`config.mk`:
```
export PLATFORM = sky130hd
export DESIGN_NAME = bp_top
export DESIGN_NICKNAME = d
export VERILOG_FILES = /design/src/logic/bp_pkg.sv /design/src/logic/apb_pkg.sv /design/src/logic/bp_resolve.sv /design/src/logic/bp_btb.sv /design/src/logic/bp_gshare.sv /design/src/logic/bp_apb_regs.sv /design/src/logic/bp_top.sv
export SDC_FILE = /design/constraint.sdc
export NUM_CORES = 2
export LEC_CHECK = 0
export CAP_MARGIN = 20
export CORE_MARGIN = 2
export CORE_UTILIZATION = 45
export DETAILED_ROUTE_END_ITERATION = 6
export DONT_BUFFER_PORTS = 1
export PLACE_DENSITY_LB_ADDON = 0.25
export SKIP_CTS_REPAIR_TIMING = 1
export SYNTH_ARGS = -nofsm -noshare
export SYNTH_HDL_FRONTEND = slang
export SYNTH_HIERARCHICAL = 1
export SYNTH_SLANG_ARGS = --single-unit
```
`constraint.sdc`:
```
create_clock -name clk -period 14.5 [get_ports clk]
set_input_delay 4.35 -clock clk [delete_from_list [all_inputs] [get_ports clk]]
set_output_delay 4.35 -clock clk [all_outputs]
set_load 0.01 [all_outputs]
```
`src/logic/bp_pkg.sv`:
```
// Branch predictor types shared by the fetch lookup path and the execute resolution path
`default_nettype none

package bp_pkg;

    typedef enum logic [1:0] {
        KIND_BRANCH = 2'd0, // conditional branch, direction from the pattern table
        KIND_JAL    = 2'd1,
        KIND_JALR   = 2'd2
    } bp_kind_e;

    // answer returned to fetch in the same cycle as the pc
    typedef struct packed {
        logic        taken;
        logic [31:0] target;
        logic [7:0]  pht_index; // wide enough for any history length
    } bp_lookup_t;

    typedef struct packed {
        logic [31:0] pc;
        bp_kind_e    kind;
        logic        taken;
        logic [31:0] target;
        logic        pred_taken;  // what fetch was told for this pc
        logic [31:0] pred_target;
        logic [7:0]  pht_index;
    } bp_resolve_t;

    typedef struct packed {
        logic        we;
        logic [31:0] pc;
        logic [31:0] target;
        bp_kind_e    kind;
    } bp_btb_wr_t;

    typedef struct packed {
        logic       en;
        logic       inc;   // count up when the branch was taken
        logic [7:0] index;
    } bp_pht_upd_t;

endpackage

`default_nettype wire

```
`src/logic/apb_pkg.sv`:
```
// APB signal bundles and the register map of the predictor control port
`default_nettype none

package apb_pkg;

    typedef struct packed {
        logic        psel;
        logic        penable;
        logic        pwrite;
        logic [3:0]  paddr;
        logic [31:0] pwdata;
    } apb_req_t;

    typedef struct packed {
        logic        pready;
        logic        pslverr;
        logic [31:0] prdata;
    } apb_rsp_t;

    typedef enum logic [3:0] {
        REG_CTRL     = 4'h0, // bit 0 enable, bit 1 flush (write only)
        REG_RESOLVED = 4'h4,
        REG_MISPRED  = 4'h8
    } bp_reg_e;

endpackage

`default_nettype wire

```
`src/logic/bp_resolve.sv`:
```
// Turns execute resolution records into BTB writes, counter updates, history shifts and stats
`default_nettype none

module bp_resolve #(
    parameter int BTB_ENTRIES = 32,
    parameter int GHR_BITS    = 5
) (
    input  wire logic                clk,
    input  wire logic                rst_n_i,
    input  wire logic                res_valid_i,
    input  wire bp_pkg::bp_resolve_t res_i,
    output bp_pkg::bp_btb_wr_t       btb_wr_o,
    output bp_pkg::bp_pht_upd_t      pht_upd_o,
    output logic                     ghr_shift_o,
    output logic                     ghr_taken_o,
    output logic                     resolved_o,
    output logic                     mispred_o
);
    import bp_pkg::*;

    logic is_branch;
    logic target_wrong;
    logic last_jal_q;

    if (BTB_ENTRIES < 4 || BTB_ENTRIES > 256
            || (BTB_ENTRIES & (BTB_ENTRIES - 1)) != 0) begin : g_bad_btb
        $error("BTB_ENTRIES must be a power of two from 4 to 256");
    end
    if (GHR_BITS < 2 || GHR_BITS > 8) begin : g_bad_ghr
        $error("GHR_BITS must be from 2 to 8");
    end

    assign is_branch    = res_i.kind == KIND_BRANCH;
    assign target_wrong = res_i.taken && res_i.pred_taken && (res_i.pred_target != res_i.target);

    // only taken transfers are worth a BTB entry
    assign btb_wr_o.we     = res_valid_i && res_i.taken;
    assign btb_wr_o.pc     = res_i.pc;
    assign btb_wr_o.target = res_i.target;
    assign btb_wr_o.kind   = res_i.kind;

    assign pht_upd_o.en    = res_valid_i && is_branch;
    assign pht_upd_o.inc   = res_i.taken;
    assign pht_upd_o.index = 8'(res_i.pht_index[GHR_BITS-1:0]); // upper bits are never produced

    assign ghr_shift_o = res_valid_i && is_branch;
    assign ghr_taken_o = res_i.taken;

    assign resolved_o = res_valid_i;
    assign mispred_o  = res_valid_i && ((res_i.pred_taken != res_i.taken) || target_wrong);

    always_ff @(posedge clk or negedge rst_n_i) begin
        if (!rst_n_i) begin
            last_jal_q <= 1'b0;
        end else begin
            last_jal_q <= res_valid_i && res_i.kind == KIND_JAL;
        end
    end

    // a jal is unconditional so execute must never hand one back as not taken
    a_jal_taken: assert property (@(posedge clk) disable iff (!rst_n_i)
        last_jal_q |-> $past(res_i.taken));

endmodule

`default_nettype wire

```
`src/logic/bp_btb.sv`:
```
// Direct-mapped branch target buffer with combinational lookup and single write port
`default_nettype none

module bp_btb #(
    parameter int BTB_ENTRIES = 32
) (
    input  wire logic               clk,
    input  wire logic               rst_n_i,
    input  wire logic               flush_i,
    input  wire logic [31:0]        lookup_pc_i,
    input  wire bp_pkg::bp_btb_wr_t wr_i,
    output logic                    hit_o,
    output bp_pkg::bp_kind_e        kind_o,
    output logic [31:0]             target_o
);
    import bp_pkg::*;

    localparam int IDX_BITS = $clog2(BTB_ENTRIES);
    localparam int TAG_BITS = 30 - IDX_BITS; // pc bits above the index

    logic [TAG_BITS-1:0]    tag_q    [BTB_ENTRIES];
    logic [31:0]            target_q [BTB_ENTRIES];
    bp_kind_e               kind_q   [BTB_ENTRIES];
    logic [BTB_ENTRIES-1:0] valid_q;

    logic [IDX_BITS-1:0] rd_idx;
    logic [TAG_BITS-1:0] rd_tag;
    logic [IDX_BITS-1:0] wr_idx;
    logic [TAG_BITS-1:0] wr_tag;

    assign rd_idx = lookup_pc_i[IDX_BITS+1:2];
    assign rd_tag = lookup_pc_i[31:IDX_BITS+2];
    assign wr_idx = wr_i.pc[IDX_BITS+1:2];
    assign wr_tag = wr_i.pc[31:IDX_BITS+2];

    assign hit_o    = valid_q[rd_idx] && (tag_q[rd_idx] == rd_tag);
    assign kind_o   = kind_q[rd_idx];
    assign target_o = target_q[rd_idx]; // meaningful only with hit_o

    always_ff @(posedge clk or negedge rst_n_i) begin
        if (!rst_n_i) begin
            valid_q <= '0;
        end else if (flush_i) begin
            valid_q <= '0; // flush wins over a resolution in the same cycle
        end else if (wr_i.we) begin
            valid_q[wr_idx] <= 1'b1;
        end
    end

    always_ff @(posedge clk) begin
        if (wr_i.we && !flush_i) begin
            tag_q[wr_idx]    <= wr_tag;
            target_q[wr_idx] <= wr_i.target;
            kind_q[wr_idx]   <= wr_i.kind;
        end
    end

endmodule

`default_nettype wire

```
`src/logic/bp_gshare.sv`:
```
// Gshare direction predictor: global history register and table of 2-bit saturating counters
`default_nettype none

module bp_gshare #(
    parameter int GHR_BITS = 5
) (
    input  wire logic                clk,
    input  wire logic                rst_n_i,
    input  wire logic                flush_i,
    input  wire logic [31:0]         lookup_pc_i,
    input  wire bp_pkg::bp_pht_upd_t upd_i,
    input  wire logic                ghr_shift_i,
    input  wire logic                ghr_taken_i,
    output logic                     predict_taken_o,
    output logic [7:0]               index_o
);

    localparam int PHT_ENTRIES = 1 << GHR_BITS;

    logic [GHR_BITS-1:0] ghr_q;
    logic [1:0]          pht_q [PHT_ENTRIES];
    logic [GHR_BITS-1:0] rd_idx;
    logic [GHR_BITS-1:0] upd_idx;

    function automatic logic [1:0] next_count(input logic [1:0] cnt, input logic inc);
        if (inc) begin
            return (cnt == 2'b11) ? cnt : cnt + 2'b01;
        end
        return (cnt == 2'b00) ? cnt : cnt - 2'b01;
    endfunction

    assign rd_idx          = lookup_pc_i[GHR_BITS+1:2] ^ ghr_q;
    assign upd_idx         = upd_i.index[GHR_BITS-1:0];
    assign predict_taken_o = pht_q[rd_idx][1]; // upper bit of the counter is the direction
    assign index_o         = 8'(rd_idx);

    always_ff @(posedge clk or negedge rst_n_i) begin
        if (!rst_n_i) begin
            ghr_q <= '0;
        end else if (flush_i) begin
            ghr_q <= '0;
        end else if (ghr_shift_i) begin
            ghr_q <= {ghr_q[GHR_BITS-2:0], ghr_taken_i}; // newest outcome at bit 0
        end
    end

    // counters start weakly not taken after reset and after a flush
    always_ff @(posedge clk or negedge rst_n_i) begin
        if (!rst_n_i) begin
            for (int i = 0; i < PHT_ENTRIES; i++) begin
                pht_q[i] <= 2'b01;
            end
        end else if (flush_i) begin
            for (int i = 0; i < PHT_ENTRIES; i++) begin
                pht_q[i] <= 2'b01;
            end
        end else if (upd_i.en) begin
            pht_q[upd_idx] <= next_count(pht_q[upd_idx], upd_i.inc);
        end
    end

endmodule

`default_nettype wire

```
`src/logic/bp_apb_regs.sv`:
```
// APB control port: enable bit, flush pulse and saturating resolution and mispredict counters
`default_nettype none

module bp_apb_regs (
    input  wire logic              clk,
    input  wire logic              rst_n_i,
    input  wire apb_pkg::apb_req_t apb_i,
    output apb_pkg::apb_rsp_t      apb_o,
    input  wire logic              resolved_i,
    input  wire logic              mispred_i,
    output logic                   enable_o,
    output logic                   flush_o
);
    import apb_pkg::*;

    logic        enable_q;
    logic [31:0] resolved_q;
    logic [31:0] mispred_q;
    logic        access;
    logic        ctrl_wr;
    logic        addr_ok;
    logic [31:0] rdata;

    function automatic logic [31:0] sat_inc(input logic [31:0] v);
        return (v == '1) ? v : v + 32'd1;
    endfunction

    assign access  = apb_i.psel && apb_i.penable; // zero wait states, every access phase completes
    assign ctrl_wr = access && apb_i.pwrite && bp_reg_e'(apb_i.paddr) == REG_CTRL;

    always_comb begin
        rdata   = '0;
        addr_ok = 1'b1;
        case (bp_reg_e'(apb_i.paddr))
            REG_CTRL:     rdata = {31'b0, enable_q}; // flush bit always reads back 0
            REG_RESOLVED: rdata = resolved_q;
            REG_MISPRED:  rdata = mispred_q;
            default:      addr_ok = 1'b0;
        endcase
    end

    assign apb_o.pready  = 1'b1;
    assign apb_o.pslverr = access && !addr_ok;
    assign apb_o.prdata  = (access && !apb_i.pwrite) ? rdata : '0;

    assign enable_o = enable_q;
    assign flush_o  = ctrl_wr && apb_i.pwdata[1]; // lands at the same edge as the write

    always_ff @(posedge clk or negedge rst_n_i) begin
        if (!rst_n_i) begin
            enable_q   <= 1'b1;
            resolved_q <= '0;
            mispred_q  <= '0;
        end else begin
            if (ctrl_wr) begin
                enable_q <= apb_i.pwdata[0];
            end
            if (flush_o) begin
                resolved_q <= '0;
                mispred_q  <= '0;
            end else begin
                if (resolved_i) begin
                    resolved_q <= sat_inc(resolved_q);
                end
                if (mispred_i) begin
                    mispred_q <= sat_inc(mispred_q);
                end
            end
        end
    end

    a_penable_needs_psel: assert property (@(posedge clk) disable iff (!rst_n_i)
        apb_i.penable |-> apb_i.psel);

endmodule

`default_nettype wire

```
`src/logic/bp_top.sv`:
```
// Branch predictor top level joining fetch lookup, execute resolution and the APB control port
`default_nettype none

module bp_top #(
    parameter int BTB_ENTRIES = 32,
    parameter int GHR_BITS    = 5
) (
    input  wire logic                clk,
    input  wire logic                rst_n_i,
    input  wire logic [31:0]         fetch_pc_i,
    output bp_pkg::bp_lookup_t       lookup_o,
    input  wire logic                res_valid_i,
    input  wire bp_pkg::bp_resolve_t res_i,
    input  wire apb_pkg::apb_req_t   apb_i,
    output apb_pkg::apb_rsp_t        apb_o
);
    import bp_pkg::*;

    bp_btb_wr_t  btb_wr;
    bp_pht_upd_t pht_upd;
    logic        ghr_shift;
    logic        ghr_taken;
    logic        resolved;
    logic        mispred;
    logic        enable;
    logic        flush;
    logic        btb_hit;
    bp_kind_e    btb_kind;
    logic [31:0] btb_target;
    logic        pht_taken;
    logic [7:0]  pht_index;
    logic        dir_taken;

    bp_resolve #(
        .BTB_ENTRIES(BTB_ENTRIES),
        .GHR_BITS   (GHR_BITS)
    ) u_resolve (
        .clk        (clk),
        .rst_n_i    (rst_n_i),
        .res_valid_i(res_valid_i),
        .res_i      (res_i),
        .btb_wr_o   (btb_wr),
        .pht_upd_o  (pht_upd),
        .ghr_shift_o(ghr_shift),
        .ghr_taken_o(ghr_taken),
        .resolved_o (resolved),
        .mispred_o  (mispred)
    );

    bp_btb #(
        .BTB_ENTRIES(BTB_ENTRIES)
    ) u_btb (
        .clk        (clk),
        .rst_n_i    (rst_n_i),
        .flush_i    (flush),
        .lookup_pc_i(fetch_pc_i),
        .wr_i       (btb_wr),
        .hit_o      (btb_hit),
        .kind_o     (btb_kind),
        .target_o   (btb_target)
    );

    bp_gshare #(
        .GHR_BITS(GHR_BITS)
    ) u_gshare (
        .clk            (clk),
        .rst_n_i        (rst_n_i),
        .flush_i        (flush),
        .lookup_pc_i    (fetch_pc_i),
        .upd_i          (pht_upd),
        .ghr_shift_i    (ghr_shift),
        .ghr_taken_i    (ghr_taken),
        .predict_taken_o(pht_taken),
        .index_o        (pht_index)
    );

    bp_apb_regs u_apb_regs (
        .clk       (clk),
        .rst_n_i   (rst_n_i),
        .apb_i     (apb_i),
        .apb_o     (apb_o),
        .resolved_i(resolved),
        .mispred_i (mispred),
        .enable_o  (enable),
        .flush_o   (flush)
    );

    // jumps are always taken, branches follow their counter
    assign dir_taken = (btb_kind == KIND_JAL) || (btb_kind == KIND_JALR)
                    || (btb_kind == KIND_BRANCH && pht_taken);

    assign lookup_o.taken     = enable && btb_hit && dir_taken;
    assign lookup_o.target    = btb_hit ? btb_target : 32'b0;
    assign lookup_o.pht_index = pht_index;

endmodule

`default_nettype wire

```
Word-level counts from Yosys, hierarchy flattened

Memory sizes are Yosys's and may differ from the RTL's.
Cells that the tools add are included.
Widths: inputs -> output; s select.

Order comparisons: 6
Equality and inequality tests: 12
Bitwise logic cells: 4
Reductions and logical operators: 35
Multiplexer cells: 40
Add/subtract/negate cells: 4

Operators with widths:

| cell                  | count |
|---|---|
| $mux 32               | 10 |
| $mux 64               | 2 |
| $pmux 32 s3           | 1 |
| $add 32x1->32 const B | 2 |
| $bwmux 64             | 1 |
| $eq 32x32->1 const B  | 2 |
| $ne 32x32->1          | 1 |
| $or 32x32->32         | 1 |
| $eq 25x25->1          | 1 |
| $mux 2                | 11 |
| $bmux 2 s5            | 2 |
| $logic_and 1x1->1     | 18 |
| $ge 6x6->1 const B    | 2 |
| $lt 5x6->1 const B    | 2 |
| $not 5->6             | 2 |
| $demux 2 s5           | 1 |
| $mux 5                | 2 |
| $mux 1                | 8 |
| $reduce_bool 2->1     | 4 |
| $logic_not 2->1       | 3 |
| $lt 6x1->1 const B    | 1 |
| $bmux 1 s5            | 1 |
| $demux 1 s5           | 1 |
| $ge 5x1->1 const B    | 1 |
| other kinds (14)      | 21 |

Logic and storage cells: 141
Input bits: 182
Memories kept: 3
Bits in writable memories: 1888
Bits in registers: 166
Output and inout port bits: 75

Memory list:

| name           | depth | bits a word | read ports | clocked after Yosys merged registers in | write ports | RTL line     | RTL |
|---|---|---|---|---|---|---|---|
| u_btb.target_q | 32    | 32          | 1          | 0                                       | 1           | bp_btb.sv:22 | `logic [31:0] target_q [BTB_ENTRIES];` |
| u_btb.tag_q    | 32    | 25          | 1          | 0                                       | 1           | bp_btb.sv:21 | `logic [TAG_BITS-1:0] tag_q [BTB_ENTRIES];` |
| u_btb.kind_q   | 32    | 2           | 1          | 0                                       | 1           | bp_btb.sv:23 | `bp_kind_e kind_q [BTB_ENTRIES];` |

Logic depth before layout (Yosys ltp)

Word-level depth: 13
Gate-level depth with buffers: 16
Gate-level depth less buffers: 10

Cells and area by module

Netlist, hierarchy kept.

By module, submodules not included:

| module      | times used | area an instance (µm²) | seq. area each (µm²) | cells each |
|---|---|---|---|---|
| bp_btb      | 1          | 73747.0                | 57495.1              | 3210 |
| bp_gshare   | 1          | 4127.7                 | 1766.7               | 416 |
| bp_apb_regs | 1          | 4098.9                 | 1627.8               | 492 |
| bp_resolve  | 1          | 973.4                  | 0.0                  | 127 |
| bp_top      | 1          | 267.8                  | 0.0                  | 41 |

Least setup slack after synthesis

Ideal clock, no wire load.

Path type: input -> output
From: input port fetch_pc_i[2]
To: output port lookup_o[40] in the netlist's numbering
Data required time: 10.150 ns
Setup slack: 3.083 ns
Data arrival time: 7.067 ns
Stages on the path: 13
Path buffers: 4
Cells stage by stage: buf_6 > buf_2 > buf_2 > mux4_2 > mux2i_1 > o22ai_1 > nor2_1 > xor2_1 > nand4_1 > nor4_2 > clkbuf_2 > nand2_2 > nor2_2

RTL lines:

| element     | RTL line     | RTL |
|---|---|---|
| from (decl) | bp_top.sv:10 | `input wire logic [31:0] fetch_pc_i,` |
| to (decl)   | bp_top.sv:11 | `output bp_pkg::bp_lookup_t lookup_o,` |

==> impl_results.md <==
- CP endpoint kind: output pin
- Avg WL per Cell: 30.7 µm
- Slew headroom: -223%
- Mapped cell area: 83,200 µm²
- Crit share post-route: 110%
- Hold Path Class: register to register
- Global-route wire length before repair: 300 mm
- Warnings from Yosys: 6
- Routed vias/inst: 6.14
- Startpoint types: primary input
- Clk network pwr share: 41.5%
- Max cap viols: 0
- Clk root buf: clkbuf_16
- Initial antenna violation count: 2
- R2R Path End: u_apb_regs/resolved_q[24]$_DFFE_PN0P_
- Status: finished with violations
- Starting DRT DRC Count: 4,951
- Total track usage: 22.4%
- Clk_skew: 38.2 ps
- P&R area growth vs syn: 10.6%
- Final setup violation count: 33
- Slew @ Worst Pin: 4840 ps
- Skew-Pair Late Insertion Delay: 840 ps
- Total number of vias: 42,300
- Final net count: 4,443
- HPWL after DPL: 107 mm
- DRT Wirelength: 212 mm
- Io pins: 257
- Die Y: 434 µm
- Starting Density: 45.4%
- Leak: 29.3 nW
- Reg clk slew, reported paths: 50 ps
- Antenna viol nets, final: 0
- CTS Buf Count: 205
- Clk sinks: 2,054
- Pre-antenna DRT Iters: 6
- PD cells: 135 nW/µm²
- H-Tree Depth: 4
- Psw: 2.60 mW
- RSZ-0062 raised after global routing: false
- Final slew viol count: 617
- Crit path launch: fetch_pc_i[2]
- Worst Reg-to-Reg Cells: 6
- Switching Share: 21.0%
- Crit path DAT: 11,570 ps
- Final setup TNS: -46,560 ps
- CP required: 10,150 ps
- Post-Syn Instances: 4,280
- Layout cell share with drive strength beyond 1: 23.6%
- Port bufs: 0
- Crit-path max FO: 516
- Worst reg2reg setup slack: 11,930 ps
- Post-Synthesis Mean Instance Area: 19.4 µm²
- Placer Congestion: 0.820
- Setup WS post-layout: -1420 ps
- Internal power: 9.80 mW
- Placed cell count: 6,512
- Worst hold slack: 526 ps
- Peak supply drop: 0.134 mV
- CTS tree: done
- Pre-CTS worst setup slack: 1690 ps
- Deepest clock path buffer count: 3
- F_max: 62.8 MHz
- RR Startpoint: u_apb_regs/resolved_q[0]$_DFFE_PN0P_
- Row count: 157
- Vias in the first global route: 41,500
- Die ar.: 188,000 µm²
- Violated checks: max-slew violations, negative setup slack
- Sequential share of power: 53.7%
- Hold_sp: u_btb/valid_q[15]$_DFFE_PN0P_
- Placeable Area: 183,000 µm²
- Hold depth: 2
- Layout Cells excl Fill: 6,896
- Hold Path Sink: u_btb/valid_q[15]$_DFFE_PN0P_
- Path type of the worst setup path: primary input to output pin
- Combinational power share: 4.8%
- Fin util: 50.2%
- Final hold viol count: 0
- Tmin final: 15,920 ps
- Largest net degree at the start of global routing: 517
- Gr ovfl total: 0
- DIE WIDTH: 434 µm
- Residual DRC: 0
-- registers in the layout (all words and copies together) (netlist names) --
name / count
u_apb_regs/mispred_q: 32
u_gshare/ghr_q: 5
u_gshare/pht_q: 64
u_apb_regs/resolved_q: 32
u_btb/target_q: 1024
u_btb/tag_q: 800
u_apb_regs/enable_o: 1
u_btb/valid_q: 32
u_btb/kind_q: 64
-- power groups by stage --
| stage | Combinational [mW] | Sequential [mW] | Clock [mW] |
|---|---|---|---|
| after floorplan | 0.557 | 6.75 | 0 |
| after global placement | 0.564 | 6.77 | 0 |
| after detailed placement | 0.567 | 6.77 | 0 |
| after CTS | 0.570 | 6.65 | 5.24 |
| after global routing | 0.608 | 6.66 | 5.48 |
| final | 0.601 | 6.65 | 5.15 |
-- cell type report --
| type | instances | area (µm²) |
|---|---|---|
| Fill cell | 14500 | 91300 |
| Sequential cell | 2054 | 60900 |
| Multi-Input combinational cell | 1861 | 20600 |
| Clock buffer | 252 | 5320 |
| Tap cell | 2464 | 3080 |
| Clock inverter | 128 | 1220 |
| Timing Repair Buffer | 91 | 716 |
| Inverter | 44 | 179 |
| Antenna cell | 2 | 5.00 |
-- critical path, stage by stage --
cell	delay, ps
mux4_2	1990
mux2i_1	300
o22ai_1	170
a2111oi_2	720
xnor2_1	130
nor4_1	310
buf_4	230
o2111ai_1	170
nor4_4	630
buf_12	280
and2_2	210
-- cells in the final DEF (no fill, tap or decap), drive strengths merged, types with 11 or more instances in the layout --
| cell | instances |
|---|---|
| mux4 | 518 |
| clkinv | 105 |
| o31ai | 14 |
| clkbuf | 252 |
| xor2 | 55 |
| nor2b | 11 |
| xnor2 | 21 |
| a211oi | 37 |
| edfxtp | 1888 |
| nor2 | 190 |
| a21oi | 95 |
| mux2i | 136 |
| and2 | 41 |
| dfstp | 33 |
| inv | 49 |
| bufinv | 15 |
| or3 | 38 |
| mux2 | 29 |
| nand2 | 193 |
| o21ai | 66 |
| buf | 91 |
| nand3 | 39 |
| a22oi | 61 |
| o211ai | 12 |
| o22ai | 71 |
| or4 | 13 |
| nand4 | 36 |
| nor4 | 18 |
| and4 | 12 |
| nor3 | 43 |
| dfrtp | 133 |
-- how the worst max path moves through the flow --
stage | to | depth (start not counted)
after floorplan | lookup_o[40] | 13
after global placement | lookup_o[30] | 11
after detailed placement | lookup_o[30] | 11
after CTS | lookup_o[30] | 10
after global routing | lookup_o[30] | 11
final | lookup_o[27] | 11
-- routing by layer --
layer	wire (µm)	share of wire [%]	global-route usage [%]	vias to the layer above
met5	0	0	0	-
met4	4750	2.2	5.97	0
met3	14100	6.6	3.33	272
met2	106000	50	37.5	1548
met1	86600	41	30.9	23100
li1	-	-	-	17400
-- through the flow --
| stage | power, mW | cell area [µm²] |
|---|---|---|
| final | 12.4 | 92000 |
| after global routing | 12.7 | 92000 |
| after CTS | 12.5 | 92000 |
| after detailed placement | 7.34 | 85400 |
| after global placement | 7.33 | 85400 |
| after floorplan | 7.31 | 83200 |
Power figures use the tool's default switching activity.
